## src/include/dram_defines.svh

```systemverilog
`ifndef DRAM_DEFINES_SVH
`define DRAM_DEFINES_SVH

// channel address fields, in bits
`define DRAM_BG_W 1
`define DRAM_BA_W 1
`define DRAM_RO_W 4
`define DRAM_CO_W 3
`define DRAM_OFS_W 2

// full byte address of one channel
`define DRAM_ADDR_W (`DRAM_BG_W + `DRAM_BA_W + `DRAM_RO_W + `DRAM_CO_W + `DRAM_OFS_W)

// one block is one word, so the byte offset drops out
`define DRAM_WORD_ADDR_W (`DRAM_ADDR_W - `DRAM_OFS_W)

`define DRAM_DATA_W 32

// request buffer between producer and consumer
`define REQ_FIFO_DEPTH 4

`endif

```

## src/design/dram_pkg.sv

```systemverilog
`default_nettype none

`include "dram_defines.svh"

package dram_pkg;

  typedef enum logic {
    DRAM_READ  = 1'b0,
    DRAM_WRITE = 1'b1
  } dram_op_e;

  // field order as the vcache produces it
  typedef struct packed {
    logic [`DRAM_BG_W-1:0]  bg;
    logic [`DRAM_BA_W-1:0]  ba;
    logic [`DRAM_RO_W-1:0]  ro;
    logic [`DRAM_CO_W-1:0]  co;
    logic [`DRAM_OFS_W-1:0] byte_offset;
  } cache_ch_addr_s;

  // field order the dram channel expects, row on top
  typedef struct packed {
    logic [`DRAM_RO_W-1:0]  ro;
    logic [`DRAM_BG_W-1:0]  bg;
    logic [`DRAM_BA_W-1:0]  ba;
    logic [`DRAM_CO_W-1:0]  co;
    logic [`DRAM_OFS_W-1:0] byte_offset;
  } dram_ch_addr_s;

  // consumer fsm
  typedef enum logic [1:0] {
    MEM_IDLE = 2'd0,
    MEM_READ = 2'd1,
    MEM_RESP = 2'd2
  } mem_state_e;

endpackage

`default_nettype wire

```

## src/design/dma_to_dram_req.sv

```systemverilog
`timescale 1ns/10ps
`default_nettype none

`include "dram_defines.svh"

module dma_to_dram_req (
  input wire logic clk_i
  , input wire logic arst_n_i

  , input wire logic                     dma_pkt_v_i
  , input wire dram_pkg::dram_op_e       dma_pkt_op_i
  , input wire dram_pkg::cache_ch_addr_s dma_pkt_addr_i
  , input wire logic [`DRAM_DATA_W-1:0]  dma_pkt_data_i
  , output logic                         dma_pkt_yumi_o

  , output logic                         req_v_o
  , output dram_pkg::dram_op_e           req_op_o
  , output dram_pkg::dram_ch_addr_s      req_addr_o
  , output logic [`DRAM_DATA_W-1:0]      req_data_o
  , input wire logic                     req_ready_i
);

  import dram_pkg::*;

  dram_ch_addr_s dram_addr;
  logic          slot_free;

  // cache order to dram order
  assign dram_addr.ro          = dma_pkt_addr_i.ro;
  assign dram_addr.bg          = dma_pkt_addr_i.bg;
  assign dram_addr.ba          = dma_pkt_addr_i.ba;
  assign dram_addr.co          = dma_pkt_addr_i.co;
  assign dram_addr.byte_offset = dma_pkt_addr_i.byte_offset;

  // slot empties in the same cycle the fifo takes it
  assign slot_free      = ~req_v_o | req_ready_i;
  assign dma_pkt_yumi_o = dma_pkt_v_i & slot_free;

  always_ff @(posedge clk_i or negedge arst_n_i) begin
    if (!arst_n_i) begin
      req_v_o <= 1'b0;
    end else if (slot_free) begin
      req_v_o <= dma_pkt_v_i;
    end
  end

  always_ff @(posedge clk_i) begin
    if (dma_pkt_yumi_o) begin
      req_op_o   <= dma_pkt_op_i;
      req_addr_o <= dram_addr;
      req_data_o <= dma_pkt_data_i;
    end
  end

  // yumi only while a packet is offered
  yumi_needs_valid: assert property (
    @(posedge clk_i) disable iff (!arst_n_i)
    dma_pkt_yumi_o |-> dma_pkt_v_i
  ) else $error("yumi without valid");

endmodule

`default_nettype wire

```

## config.mk

```make
export PLATFORM = sky130hd
export DESIGN_NAME = dma_to_dram_req
export DESIGN_NICKNAME = d
export VERILOG_FILES = /design/src/design/dram_pkg.sv /design/src/design/dma_to_dram_req.sv
export VERILOG_INCLUDE_DIRS = /design/src /design/src/include
export SDC_FILE = /design/constraint.sdc
export NUM_CORES = 1
export LEC_CHECK = 0
export ABC_AREA = 1
export BUFFER_PORTS_ARGS = -buffer_cell sky130_fd_sc_hd__buf_4
export CAP_MARGIN = 20
export CORE_ASPECT_RATIO = 1.75
export CORE_UTILIZATION = 43
export DETAILED_ROUTE_END_ITERATION = 10
export PLACE_DENSITY = 0.83
export SYNTH_ARGS = -nofsm -noshare
export SYNTH_HDL_FRONTEND = slang
export SYNTH_SLANG_ARGS = --single-unit
export TNS_END_PERCENT = 50
```

## constraint.sdc

```tcl
create_clock -name clk_i -period 4.15 [get_ports clk_i]
set_clock_uncertainty 0.2 [all_clocks]
set_input_delay 0.415 -clock clk_i [delete_from_list [all_inputs] [get_ports clk_i]]
set_output_delay 0.415 -clock clk_i [all_outputs]
set_load 0.05 [all_outputs]
```

==> impl_metrics.env <==
export IMPL_power_report_internal_total_mw=0.8270
export IMPL_slew_violations=0
export IMPL_ir_drop_uv=339.3
export IMPL_cts_clk_slew_worst_paths_ns=0.08
export IMPL_crit_path_max_fo=23
export IMPL_synth_avg_cell_area_um2=27.40
export IMPL_critical_path_required_ns=3.53
export IMPL_drtAntennaViolNets=0
export IMPL_start_util_pct=46.28
export IMPL_num_rows=26
export IMPL_placed_cell_areas_um2=2136
export IMPL_setup_worst_path_start_class="flop"
export IMPL_hold_path_class="in2reg"
export IMPL_fin_area_um2=2280
export IMPL_ys_seq_elements=45
export IMPL_setup_ws_ns=1.895
export IMPL_detailedRoute_firstPassIterationCount=4
export IMPL_syn_cell_area_um2=1370
export IMPL_slew_headroom_pct=53.47
export IMPL_final_core_utilization_pct=77.01
export IMPL_dr_total_vias=848
export IMPL_cp_buffers_inverters=1
export IMPL_power_switching_fraction_pct=23.68
export IMPL_avgRoutedWirePerCell_um=14.48
export IMPL_setup_viol_count_final=0
export IMPL_worst_slew_pin_slew_ns=0.6964
export IMPL_slowest_cell_on_crit_path="a21oi_4"
export IMPL_timing_critical_path_cells="a21oi_4 > buf_4"
export IMPL_grt_util_overall_pct=17.75
export IMPL_design_die_area_um2=3425
export IMPL_power_static_leakage_nw=0.9733
export IMPL_coreArea_um2=2960
export IMPL_number_of_antenna_violations_at_the_first_check_in_global_routing=0
export IMPL_grt_first_pass_wirelength_um=4119
export IMPL_endpoint_kind="primary output"
export IMPL_final_cell_count_no_fill=195
export IMPL_drtIter0Drc=23
export IMPL_tritoncts="yes"
export IMPL_dp_slack_ns=2.065
export IMPL_p_sw_mw=0.2565
export IMPL_synthesized_instance_count=50
export IMPL_floorplan_die_height_um=76.67
export IMPL_synth_nets=98
export IMPL_mostFrequentLayoutCells="buf_4 (94), edfxtp_1 (44), clkbuf_8 (5)"
export IMPL_grt_max_degree=24
export IMPL_drv_max_cap_violation_count=0
export IMPL_worst_path_dominant_cell_family="compound AO/OA/AOI/OAI gates"
export IMPL_gr_total_overflow=0
export IMPL_area_growth_synth_to_final_pct=66.39
export IMPL_power_combinational_fraction_pct=15.9
export IMPL_timing_worst_setup_path_type="reg2out"
export IMPL_post_cts_repair_setup_buffers=0
export IMPL_synth_yosys_warnings=0
export IMPL_run_status="finished clean"
export IMPL_cts_buffers_inserted=5
export IMPL_clock_tree_root_cell="clkbuf_8"
export IMPL_cts_htree_levels=2
export IMPL_clk_latency_ns=0.29
export IMPL_clkPwrFrac_pct=34.6
export IMPL_antenna_diode_count=0
export IMPL_netlist_cell_type_count=5
export IMPL_report_final_hold_viol_count=0
export IMPL_die_w_um=44.67
export IMPL_most_common_library_cell_in_the_layout_ignoring_fill_and_taps="buf_4"
export IMPL_cts_sinks=45
export IMPL_achievable_frequency_ghz=0.4434
export IMPL_cpPeakStageDelay_ns=0.60
export IMPL_port_buffers=93
export IMPL_drive_gt1_share_pct=67.32
export IMPL_rsz0062_at_grt="no"
export IMPL_critPathArrivalTime_ns=1.64
export IMPL_p_per_area_nw_per_um2=475.3
export IMPL_finalSetupTns_ns=0
export IMPL_numPlacedInstances=186
export IMPL_finalCriticalPeriod_ns=2.255
export IMPL_vias_per_cell=4.349
export IMPL_drt_total_wl_um=2824
export IMPL_grt_pass1_vias=853
export IMPL_finalWeightedCongestion=0.6552
export IMPL_synth_seq_area_share_pct=98.26
export IMPL_clock_tree_buffer_depth=2
export IMPL_period_utilization_pct=54.35
export IMPL_finalNetCount=200
export IMPL_io_pins=94
export IMPL_drc=0
export IMPL_seqPwrFrac_pct=49.5
==> final timing paths <==
kind                                         from  slack [ns]  depth (start not counted)             end
worst max register to register            req_v_o        2.20                          2   req_data_o[5]
worst max-delay path                      req_v_o        1.89                          2  dma_pkt_yumi_o
max in group asynchronous                arst_n_i        3.43                          2         req_v_o
worst min register to register            req_v_o        0.37                          2         req_v_o
min in group asynchronous                arst_n_i        0.24                          2         req_v_o
worst min-delay path            dma_pkt_addr_i[3]         0.1                          1   req_addr_o[3]
==> sequential cells by signal, summed over array words and instances, names as in the netlist <==
name and count:
req_v_o 1, req_data_o 32, req_addr_o 11, req_op_o 1
==> power by group through the flow <==
stage,Combinational (mW),Clock (mW),Sequential [mW]
2_1_floorplan,0.0119,0,0.632
3_3_place_gp,0.170,0,0.545
3_5_place_dp,0.172,0,0.547
4_1_cts,0.173,0.384,0.537
5_1_grt,0.178,0.401,0.538
6_report,0.172,0.375,0.536
==> cells by family (layout without fill, tap and decap cells) <==
logic type | Yosys count | in the layout | synth area share, %
AO/OA/AOI/OAI | 1 | 1 | 0.6394
buffers and inverters | 2 | 105 | 0.5481
flip-flops | 45 | 45 | 98.26
AND/OR/NAND/NOR | 2 | 2 | 0.5481
==> final cells by class <==
cell class / count / area [um2]
sequential: 45 / 1346
fill: 174 / 680.7
inverter: 2 / 7.507
timing repair buffer: 95 / 715.7
multi-input combinational: 3 / 23.77
tap: 42 / 52.55
clock buffer: 5 / 68.82
clock inverter: 3 / 65.06
==> synthesized netlist by cell type <==
master	number	share of area, %
a21oi_2	1	0.64
dfrtp_1	1	1.8
edfxtp_1	44	96
inv_1	2	0.55
nand2_1	2	0.55
==> timing repair <==
item | CTS | global route
resized for setup | 0 | 0
hold buffers | 1 | 0
endpoints found under the hold margin | 1 | 0
==> metrics by stage <==
stage	hold WS, ns	power, mW
3_5_place_dp	-0.009044	0.7189
3_3_place_gp	-0.009342	0.7150
5_1_grt	0.07872	1.117
6_report	0.09635	1.083
2_1_floorplan	-0.08059	0.6437
4_1_cts	0.08155	1.093
==> layer usage <==
metal / routed length (um) / vias to the layer above / GRT usage, %
li1: - / 396 / -
met1: 945 / 396 / 19.86
met2: 1584 / 52 / 28.82
met3: 229 / 4 / 2.588
met4: 65 / 0 / 13.64
met5: 0 / - / 0
Note: power is estimated with default switching activity, not from simulation.
