[config.mk]
export PLATFORM = sky130hd
export DESIGN_NAME = dram_req_fifo
export DESIGN_NICKNAME = d
export VERILOG_FILES = /design/src/design/dram_pkg.sv /design/src/design/dram_req_fifo.sv
export VERILOG_INCLUDE_DIRS = /design/src /design/src/include
export SDC_FILE = /design/constraint.sdc
export NUM_CORES = 1
export LEC_CHECK = 0
export BUFFER_PORTS_ARGS = -buffer_cell sky130_fd_sc_hd__buf_2
export CORE_ASPECT_RATIO = 0.5
export CORE_MARGIN = 2
export CORE_UTILIZATION = 57
export DETAILED_ROUTE_END_ITERATION = 12
export GPL_ROUTABILITY_DRIVEN = 0
export PLACE_DENSITY = 0.79
export SETUP_SLACK_MARGIN = 0.4
export SYNTH_ARGS = -nofsm -noshare
export SYNTH_HDL_FRONTEND = slang
export SYNTH_SLANG_ARGS = --single-unit
[constraint.sdc]
create_clock -name clk_i -period 3 [get_ports clk_i]
set_clock_uncertainty 0.1 [all_clocks]
set_input_delay 0.6 -clock clk_i [delete_from_list [all_inputs] [get_ports clk_i]]
set_output_delay 0.6 -clock clk_i [all_outputs]
set_load 0.01 [all_outputs]
[src/include/dram_defines.svh]
`ifndef DRAM_DEFINES_SVH
`define DRAM_DEFINES_SVH

// channel address fields, in bits
`define DRAM_BG_W 1
`define DRAM_BA_W 1
`define DRAM_RO_W 4
`define DRAM_CO_W 3
`define DRAM_OFS_W 2

// full byte address of one channel
`define DRAM_ADDR_W (`DRAM_BG_W + `DRAM_BA_W + `DRAM_RO_W + `DRAM_CO_W + `DRAM_OFS_W)

// one block is one word, so the byte offset drops out
`define DRAM_WORD_ADDR_W (`DRAM_ADDR_W - `DRAM_OFS_W)

`define DRAM_DATA_W 32

// request buffer between producer and consumer
`define REQ_FIFO_DEPTH 4

`endif

[src/design/dram_pkg.sv]
`default_nettype none

`include "dram_defines.svh"

package dram_pkg;

  typedef enum logic {
    DRAM_READ  = 1'b0,
    DRAM_WRITE = 1'b1
  } dram_op_e;

  // field order as the vcache produces it
  typedef struct packed {
    logic [`DRAM_BG_W-1:0]  bg;
    logic [`DRAM_BA_W-1:0]  ba;
    logic [`DRAM_RO_W-1:0]  ro;
    logic [`DRAM_CO_W-1:0]  co;
    logic [`DRAM_OFS_W-1:0] byte_offset;
  } cache_ch_addr_s;

  // field order the dram channel expects, row on top
  typedef struct packed {
    logic [`DRAM_RO_W-1:0]  ro;
    logic [`DRAM_BG_W-1:0]  bg;
    logic [`DRAM_BA_W-1:0]  ba;
    logic [`DRAM_CO_W-1:0]  co;
    logic [`DRAM_OFS_W-1:0] byte_offset;
  } dram_ch_addr_s;

  // consumer fsm
  typedef enum logic [1:0] {
    MEM_IDLE = 2'd0,
    MEM_READ = 2'd1,
    MEM_RESP = 2'd2
  } mem_state_e;

endpackage

`default_nettype wire

[src/design/dram_req_fifo.sv]
`timescale 1ns/10ps
`default_nettype none

`include "dram_defines.svh"

module dram_req_fifo (
  input wire logic clk_i
  , input wire logic arst_n_i

  , input wire logic                    enq_v_i
  , input wire dram_pkg::dram_op_e      enq_op_i
  , input wire dram_pkg::dram_ch_addr_s enq_addr_i
  , input wire logic [`DRAM_DATA_W-1:0] enq_data_i
  , output logic                        enq_ready_o

  , output logic                        deq_v_o
  , output dram_pkg::dram_op_e          deq_op_o
  , output dram_pkg::dram_ch_addr_s     deq_addr_o
  , output logic [`DRAM_DATA_W-1:0]     deq_data_o
  , input wire logic                    deq_i
);

  import dram_pkg::*;

  localparam int PTR_W = $clog2(`REQ_FIFO_DEPTH);
  localparam int CNT_W = $clog2(`REQ_FIFO_DEPTH + 1);

  dram_op_e               op_mem   [`REQ_FIFO_DEPTH];
  dram_ch_addr_s          addr_mem [`REQ_FIFO_DEPTH];
  logic [`DRAM_DATA_W-1:0] data_mem [`REQ_FIFO_DEPTH];

  logic [PTR_W-1:0] wr_ptr;
  logic [PTR_W-1:0] rd_ptr;
  logic [CNT_W-1:0] count;
  logic             do_enq;
  logic             do_deq;

  assign enq_ready_o = (count != CNT_W'(`REQ_FIFO_DEPTH));
  assign deq_v_o     = (count != '0);
  assign do_enq      = enq_v_i & enq_ready_o;
  assign do_deq      = deq_i & deq_v_o;

  // head is read straight out of storage
  assign deq_op_o   = op_mem[rd_ptr];
  assign deq_addr_o = addr_mem[rd_ptr];
  assign deq_data_o = data_mem[rd_ptr];

  always_ff @(posedge clk_i) begin
    if (do_enq) begin
      op_mem[wr_ptr]   <= enq_op_i;
      addr_mem[wr_ptr] <= enq_addr_i;
      data_mem[wr_ptr] <= enq_data_i;
    end
  end

  always_ff @(posedge clk_i or negedge arst_n_i) begin
    if (!arst_n_i) begin
      wr_ptr <= '0;
      rd_ptr <= '0;
      count  <= '0;
    end else begin
      if (do_enq) begin
        wr_ptr <= (wr_ptr == PTR_W'(`REQ_FIFO_DEPTH - 1)) ? '0 : wr_ptr + 1'b1;
      end
      if (do_deq) begin
        rd_ptr <= (rd_ptr == PTR_W'(`REQ_FIFO_DEPTH - 1)) ? '0 : rd_ptr + 1'b1;
      end
      case ({do_enq, do_deq})
        2'b10:   count <= count + 1'b1;
        2'b01:   count <= count - 1'b1;
        default: count <= count;
      endcase
    end
  end

  // producer keeps offering while full, nothing is dropped
  no_enq_full: assert property (
    @(posedge clk_i) disable iff (!arst_n_i)
    enq_v_i && !enq_ready_o |=> enq_v_i
  ) else $error("request withdrawn while fifo was full");

  no_deq_empty: assert property (
    @(posedge clk_i) disable iff (!arst_n_i)
    deq_i |-> deq_v_o
  ) else $error("dequeue from empty fifo");

endmodule

`default_nettype wire

==> reports/results.ini, run 1 <==
[die]
rows=28
io_pins=94
die_w_um=158.4
start_util=0.5803
die_h_um=81.18
core-area_sq_um=11700
dieArea_sq_um=12860

[power]
p_per_area_nw_per_um2=1013
p_leak_nw=2.895
vdd_ir_drop_max_mv=0.5710

[clock_network]
clkLatencyLatePin_ps=420
numCtsBuffers=17
cts.sinks=183
clkTransAtPathRegs_ps=70
htree_levels=4
ctsLongestPathBuffers=2
cts_tree=built
cts_root_buf=clkbuf_16

[final_layout]
antennaDiodeCount=0
final_common_cell=edfxtp_1
fin_area_sq_um=8218
drive_gt1_frac=0.4862
fin_nets=441
mostFrequentLayoutCells=edfxtp_1, buf_2, mux4_2
syn_to_final_growth_pct=21.02
nFillCells=737

[routing]
ant_nets=0
dr.pass1.iters=4
wl_per_cell_um=20.79
via_per_inst=5.491
vias=3097
drt_iter0_markers=188
wl_mm=11.73
route.detailed.drc=0

[synthesis]
synth-seq-cells=183
synth_nets=325
synth_cell_types=20
post-synth-top-area-cell=edfxtp_1
syn_inst=270
yosysTopAreaCellShare=0.7783
ys_seq_area_frac=0.8041
synth_warnings=0
synthTopCellsByArea=edfxtp_1, mux4_2, dfrtp_1, ha_1, and3_2
syn_area_sq_um=6790
avgSynthCellArea_sq_um=25.15

[status]
status=completed

[global_routing]
busiest_layer=met2
grt_max_degree=33
grt_usage=0.1999
use_met3=0.06083
grt_pass1_vias=3398
antenna_found_initial=0
grt_use_met1=0.2406
grt_pass1_wl_mm=17.93
gr-total-overflow=0
use_met2=0.3500

[sta]
hold_viol=0
slew_viol_final=0
timing.final.crit_period_ps=2530
finalSetupTns_ps=0
hold_ws_ps=288.0
worst_pin_slew_ps=405.5
rsz0062_at_grt=yes
finalCritPeriodShare=0.8434
relSlewSlack=0.7297
max_freq_ghz=0.3952
setup_viol=0

[worst_setup_path]
end_kind=primary output
cp-start-kind=register
cp.required_ps=2300
crit_fanout=6
crit_type=reg -> out
arrival_ps=1830

[worst_hold_path]
min_path_type=in -> reg

[placement]
place_area_sq_um=7528
portBuffers=93
dp_hpwl_mm=7.084

[job]
maxCapViolCount=0

-- cell families after synthesis --
group	after synthesis	share of synthesized area
flops	183	0.8041
mux	49	0.1552
buf+inv	17	0.01216
simple gates	11	0.01069
fa+ha+maj	7	0.01400
xor+xnor	3	0.003870
-- where the power goes --
group	total [mW]	internal, mW	switching, mW
Sequential	3.60	3.39	0.216
Combinational	2.40	1.21	1.20
Clock	2.31	1.34	0.973
-- synth_stat cells --
| cell type | count |
|---|---|
| mux2_4 | 2 |
| and3_2 | 4 |
| buf_1 | 3 |
| buf_2 | 3 |
| fa_1 | 1 |
| ha_1 | 6 |
| dfrtp_1 | 7 |
| mux4_2 | 44 |
| edfxtp_1 | 176 |
| mux2i_1 | 1 |
| buf_4 | 4 |
| xnor2_1 | 1 |
| or3b_4 | 1 |
| nor2_1 | 3 |
| and2_4 | 1 |
| or3_2 | 1 |
| xor2_1 | 2 |
| inv_1 | 7 |
| nand2_1 | 1 |
| mux2_2 | 2 |
-- worst paths after layout --
check                              start              to  slack (ps)  cells after the start
setup / recovery               rd_ptr[0]   deq_addr_o[5]         470                      3
hold / removal             enq_data_i[5]  data_mem[0][5]         290                      1
setup reg to reg                count[0]        count[2]         690                      9
hold reg to reg                 count[2]        count[2]         390                      1
max in group asynchronous       arst_n_i       rd_ptr[0]        2180                      2
min in group asynchronous       arst_n_i        count[1]         440                      2
-- metrics by stage --
step	util	cells	power, mW	setup slack [ps]
4_1_cts	0.7013	564	8.401	401.1
2_1_floorplan	-	270	5.124	808.0
6_report	0.7023	564	8.323	469.8
3_3_place_gp	0.6434	527	5.900	576.2
5_1_grt	0.7023	564	8.720	394.0
3_5_place_dp	0.6434	527	5.997	555.3
-- registers in the layout (all words and copies together), names as in the netlist --
| signal | flops |
|---|---|
| addr_mem | 44 |
| count | 3 |
| data_mem | 128 |
| op_mem | 4 |
| rd_ptr | 2 |
| wr_ptr | 2 |
-- critical path, stage by stage, from the launching register on --
cell and delay [ps]:
dfrtp_4 500, buf_4 210, mux4_2 530, buf_2 160
-- area by class of cell --
class	count	area, sq um	share of cell area
timing repair buffer	107	649.4	0.07902
clock inverter	14	191.4	0.02329
sequential	183	5468	0.6653
clock buffer	18	429.2	0.05222
multi-input combinational	70	1247	0.1518
inverter	7	26.28	0.003197
tap	165	206.4	0.02512
-- layer usage --
layer	up-vias	wire, um
li1	1381	-
met1	1618	4819
met2	87	6209
met3	11	589
met4	0	108
met5	-	0
-- what timing repair did --
action	CTS	global route
gates resized for setup	1	3
buffers inserted	4	0
endpoints found under the hold margin	7	0
hold buffers	1	0
endpoints found under the setup margin	44	24
Power figures use the tool's default switching activity.
==> run 2, diff against run 1 <==
--- a/config.mk
+++ b/config.mk
@@ -6,13 +6,14 @@
 export SDC_FILE = /design/constraint.sdc
 export NUM_CORES = 1
 export LEC_CHECK = 0
+export ABC_AREA = 1
 export BUFFER_PORTS_ARGS = -buffer_cell sky130_fd_sc_hd__buf_2
 export CORE_ASPECT_RATIO = 0.5
 export CORE_MARGIN = 2
-export CORE_UTILIZATION = 57
+export CORE_UTILIZATION = 52
 export DETAILED_ROUTE_END_ITERATION = 12
 export GPL_ROUTABILITY_DRIVEN = 0
-export PLACE_DENSITY = 0.79
+export PLACE_DENSITY = 0.76
 export SETUP_SLACK_MARGIN = 0.4
 export SYNTH_ARGS = -nofsm -noshare
 export SYNTH_HDL_FRONTEND = slang
==> constraint.sdc (replaced) <==
create_clock -name clk_i -period 2.15 [get_ports clk_i]
set_clock_uncertainty 0.1 [all_clocks]
set_input_delay 0.43 -clock clk_i [delete_from_list [all_inputs] [get_ports clk_i]]
set_output_delay 0.43 -clock clk_i [all_outputs]
set_load 0.01 [all_outputs]
==> reports/results.ini, run 2 <==
[final_layout]
drive_gt1_frac=0.3017  ; -0.1845
antennaDiodeCount=0  ; unchanged
fin_nets=749  ; +70%
syn_to_final_growth_pct=23.61
regMostFlops=data_mem
final_common_cell=edfxtp_1
largest_reg_flops=128  ; unchanged
fin_area_sq_um=9368  ; +14%
reg_top3=data_mem (128), addr_mem (44), op_mem (4)
mostFrequentLayoutCells=edfxtp_1, nand2_1, inv_1

[clock_network]
cts_root_buf=clkbuf_16
ctsLongestPathBuffers=2  ; unchanged
clkLatencyLatePin_ps=410  ; about the same
numCtsBuffers=17  ; unchanged
clkTransAtPathRegs_ps=70  ; about the same
htree_levels=4  ; unchanged
cts_tree=built
cts.sinks=183  ; unchanged

[die]
rows=31  ; +11%
start_util=0.5281  ; -0.05223
core-area_sq_um=14350  ; +23%
io_pins=94  ; unchanged
die_w_um=174.7  ; +10%
die_h_um=89.37  ; +10%
dieArea_sq_um=15610  ; +21%

[sta]
relSlewSlack=0.7679  ; +0.03824
rsz0062_at_grt=yes
max_freq_ghz=0.4496
worst_pin_slew_ps=348.1  ; -57.37 ps
fin_ws_ps=-74.04  ; -543.8 ps
hold_viol=0  ; unchanged
finalCritPeriodShare=1.034
slew_viol_final=0  ; unchanged
timing.final.crit_period_ps=2224
hold_ws_ps=126.9  ; -161.0 ps
setup_viol=34  ; +34

[routing]
route.detailed.drc=0  ; unchanged
via_per_inst=5.044  ; -8.1%
drt_iter0_markers=260  ; +38%
wl_per_cell_um=15.97  ; -23%
dr.pass1.iters=5  ; +1
vias=4560  ; +47%
ant_nets=0  ; unchanged
wl_mm=14.43  ; +23%

[synthesis]
synth.area.mux_share=0  ; -0.1552
ys_top_cells_by_count=edfxtp_1, nand2_1, inv_1
synth_nets=627  ; +93%
synth_top_family_by_area=compound AO/OA/AOI/OAI gates
syn_area_sq_um=7579  ; +12%
synth.most_common_cell=edfxtp_1
synth_fa_ha_area_frac=0.01255  ; -0.001457
yosysTopAreaCellShare=0.6974  ; -0.08096
synth_compound_area_frac=0.09972  ; +0.09972
post-synth-top-area-cell=edfxtp_1
synthSimpleGateAreaFrac=0.08123  ; +0.07054
syn_inst=572  ; +110%
avgSynthCellArea_sq_um=13.25  ; -47%
async_reset_ff_frac=0.03825  ; unchanged
synthTopCellsByArea=edfxtp_1, nand2_1, o211ai_1, inv_1, o211ai_2
synth_cell_types=18  ; -10%
synth_ff_type=edfxtp_1
ys_seq_area_frac=0.7205  ; -0.08364
synth_warnings=0  ; unchanged
yosys.area_share.xor_xnor=0.001156  ; -0.002714
synth_edf_count=176  ; unchanged
synth-seq-cells=183  ; unchanged

[worst_setup_path]
path_cells=buf_12 -> clkbuf_16 -> nand2_1 -> o211ai_1 -> nand2_1 -> buf_2
critPathMaxStageDelay_ps=580  ; +50 ps
cpMaxStageDelayCell=dfrtp_4
cp.required_ps=1620  ; -680 ps
end_kind=primary output
crit_type=reg -> out
cp-start-kind=register
arrival_ps=1690  ; -140 ps
crit_fanout=8  ; +2
cpMostUsedCell=nand2_1

[placement]
portBuffers=93  ; unchanged
dp_hpwl_mm=7.990  ; +13%
dp_worst_setup_slack_ps=248.0  ; -307.3 ps
place_area_sq_um=8313  ; +10%

[power]
p_leak_nw=3.810  ; +32%
vdd_ir_drop_max_mv=0.7263  ; +27%
power.share.clock=0.229  ; -0.049
pwr-share-comb=0.395  ; +0.106
sw_frac_of_total=0.3442  ; +0.05739
p_per_area_nw_per_um2=1399  ; +38%
p_int_mw=8.596  ; +45%
p_seq_frac=0.376  ; -0.057
power_switching_mw=4.512  ; +89%

[global_routing]
gr-total-overflow=0  ; unchanged
grt_pass1_vias=4338  ; +28%
antenna_found_initial=0  ; unchanged
grt_max_degree=57  ; +73%
grt_usage=0.1843  ; -0.01565
grt_pass1_wl_mm=21.60  ; +20%

[worst_hold_path]
min_path_type=in -> reg

[job]
maxCapViolCount=0  ; unchanged

[status]
violations=negative setup slack
status=finished, violations left

==> run 2: changes by cell type in the layout (fill, tap and decap cells not counted), moves of 11 or more <==
cell / previous run / this run
buf_4: 4 / 15
inv_1: 7 / 94
mux4_2: 44 / 0
nand2_1: 1 / 133
o211ai_1: 0 / 70
o211ai_2: 0 / 18
==> run 2: worst paths after layout <==
| path | start | end | slack [ps] | cells after the start |
|---|---|---|---|---|
| max in group asynchronous | arst_n_i | rd_ptr[0] | 1480 | 2 |
| setup / recovery | rd_ptr[0] | deq_data_o[10] | -70 | 6 |
| setup reg to reg | count[2] | count[2] | 310 | 10 |
| min in group asynchronous | arst_n_i | rd_ptr[0] | 290 | 2 |
| hold / removal | enq_data_i[20] | data_mem[0][20] | 130 | 1 |
| hold reg to reg | count[0] | count[0] | 400 | 1 |
==> run 2: power by group through the flow <==
stage | Sequential, mW | Combinational [mW] | Clock (mW)
2_1_floorplan | 4.92 | 3.04 | 0
3_3_place_gp | 5.00 | 4.15 | 0
3_5_place_dp | 5.03 | 4.25 | 0
4_1_cts | 4.94 | 4.82 | 3.03
5_1_grt | 4.98 | 5.67 | 3.21
6_report | 4.93 | 5.17 | 3.00
==> run 2: area by class of cell <==
class	count	area (sq um)
flip-flops and latches	183	5465
fillers	1016	4984
multi-input cells	258	1633
repair buffers	132	1065
clock buffers	17	425.4
inverters	102	385.4
well taps	198	247.7
clock inverters	14	146.4
==> run 2: routing by layer <==
layer	GRT usage	share of wire	up-vias
met4	0.06667	0.018	0
met3	0.03997	0.040	24
met5	0	0	-
li1	-	-	2228
met2	0.3234	0.50	104
met1	0.2323	0.44	2204
==> run 2: repair_timing <==
item	4_1_cts	5_1_grt
gates resized for setup	18	31
hold buffers	1	0
setup buffers	8	9
cloned	4	2
pin swaps	8	32
setup endpoints to repair	47	108
endpoints found under the hold margin	7	0
==> run 2: logic make-up after synthesis <==
logic type | after synthesis
flops | 183
fa+ha+maj | 7
compound gates | 89
xor+xnor | 1
buf+inv | 131
simple gates | 161
==> run 2: critical path, delay by kind of cell (launching register included) <==
kind | cells | cell delay, ps
compound gates | 1 | 80
buf+inv | 3 | 480
flops | 1 | 580
simple gates | 2 | 140
==> run 2: metrics by stage <==
stage               power, mW  instances    util  TNS [ps]
finish                  13.11        904  0.6527     -1404
detailed placement      9.272        849  0.5793         0
global placement        9.148        849  0.5793         0
floorplan               7.960        572       -         0
global route            13.86        904  0.6527     -4401
CTS                     12.79        893  0.6367     -1814
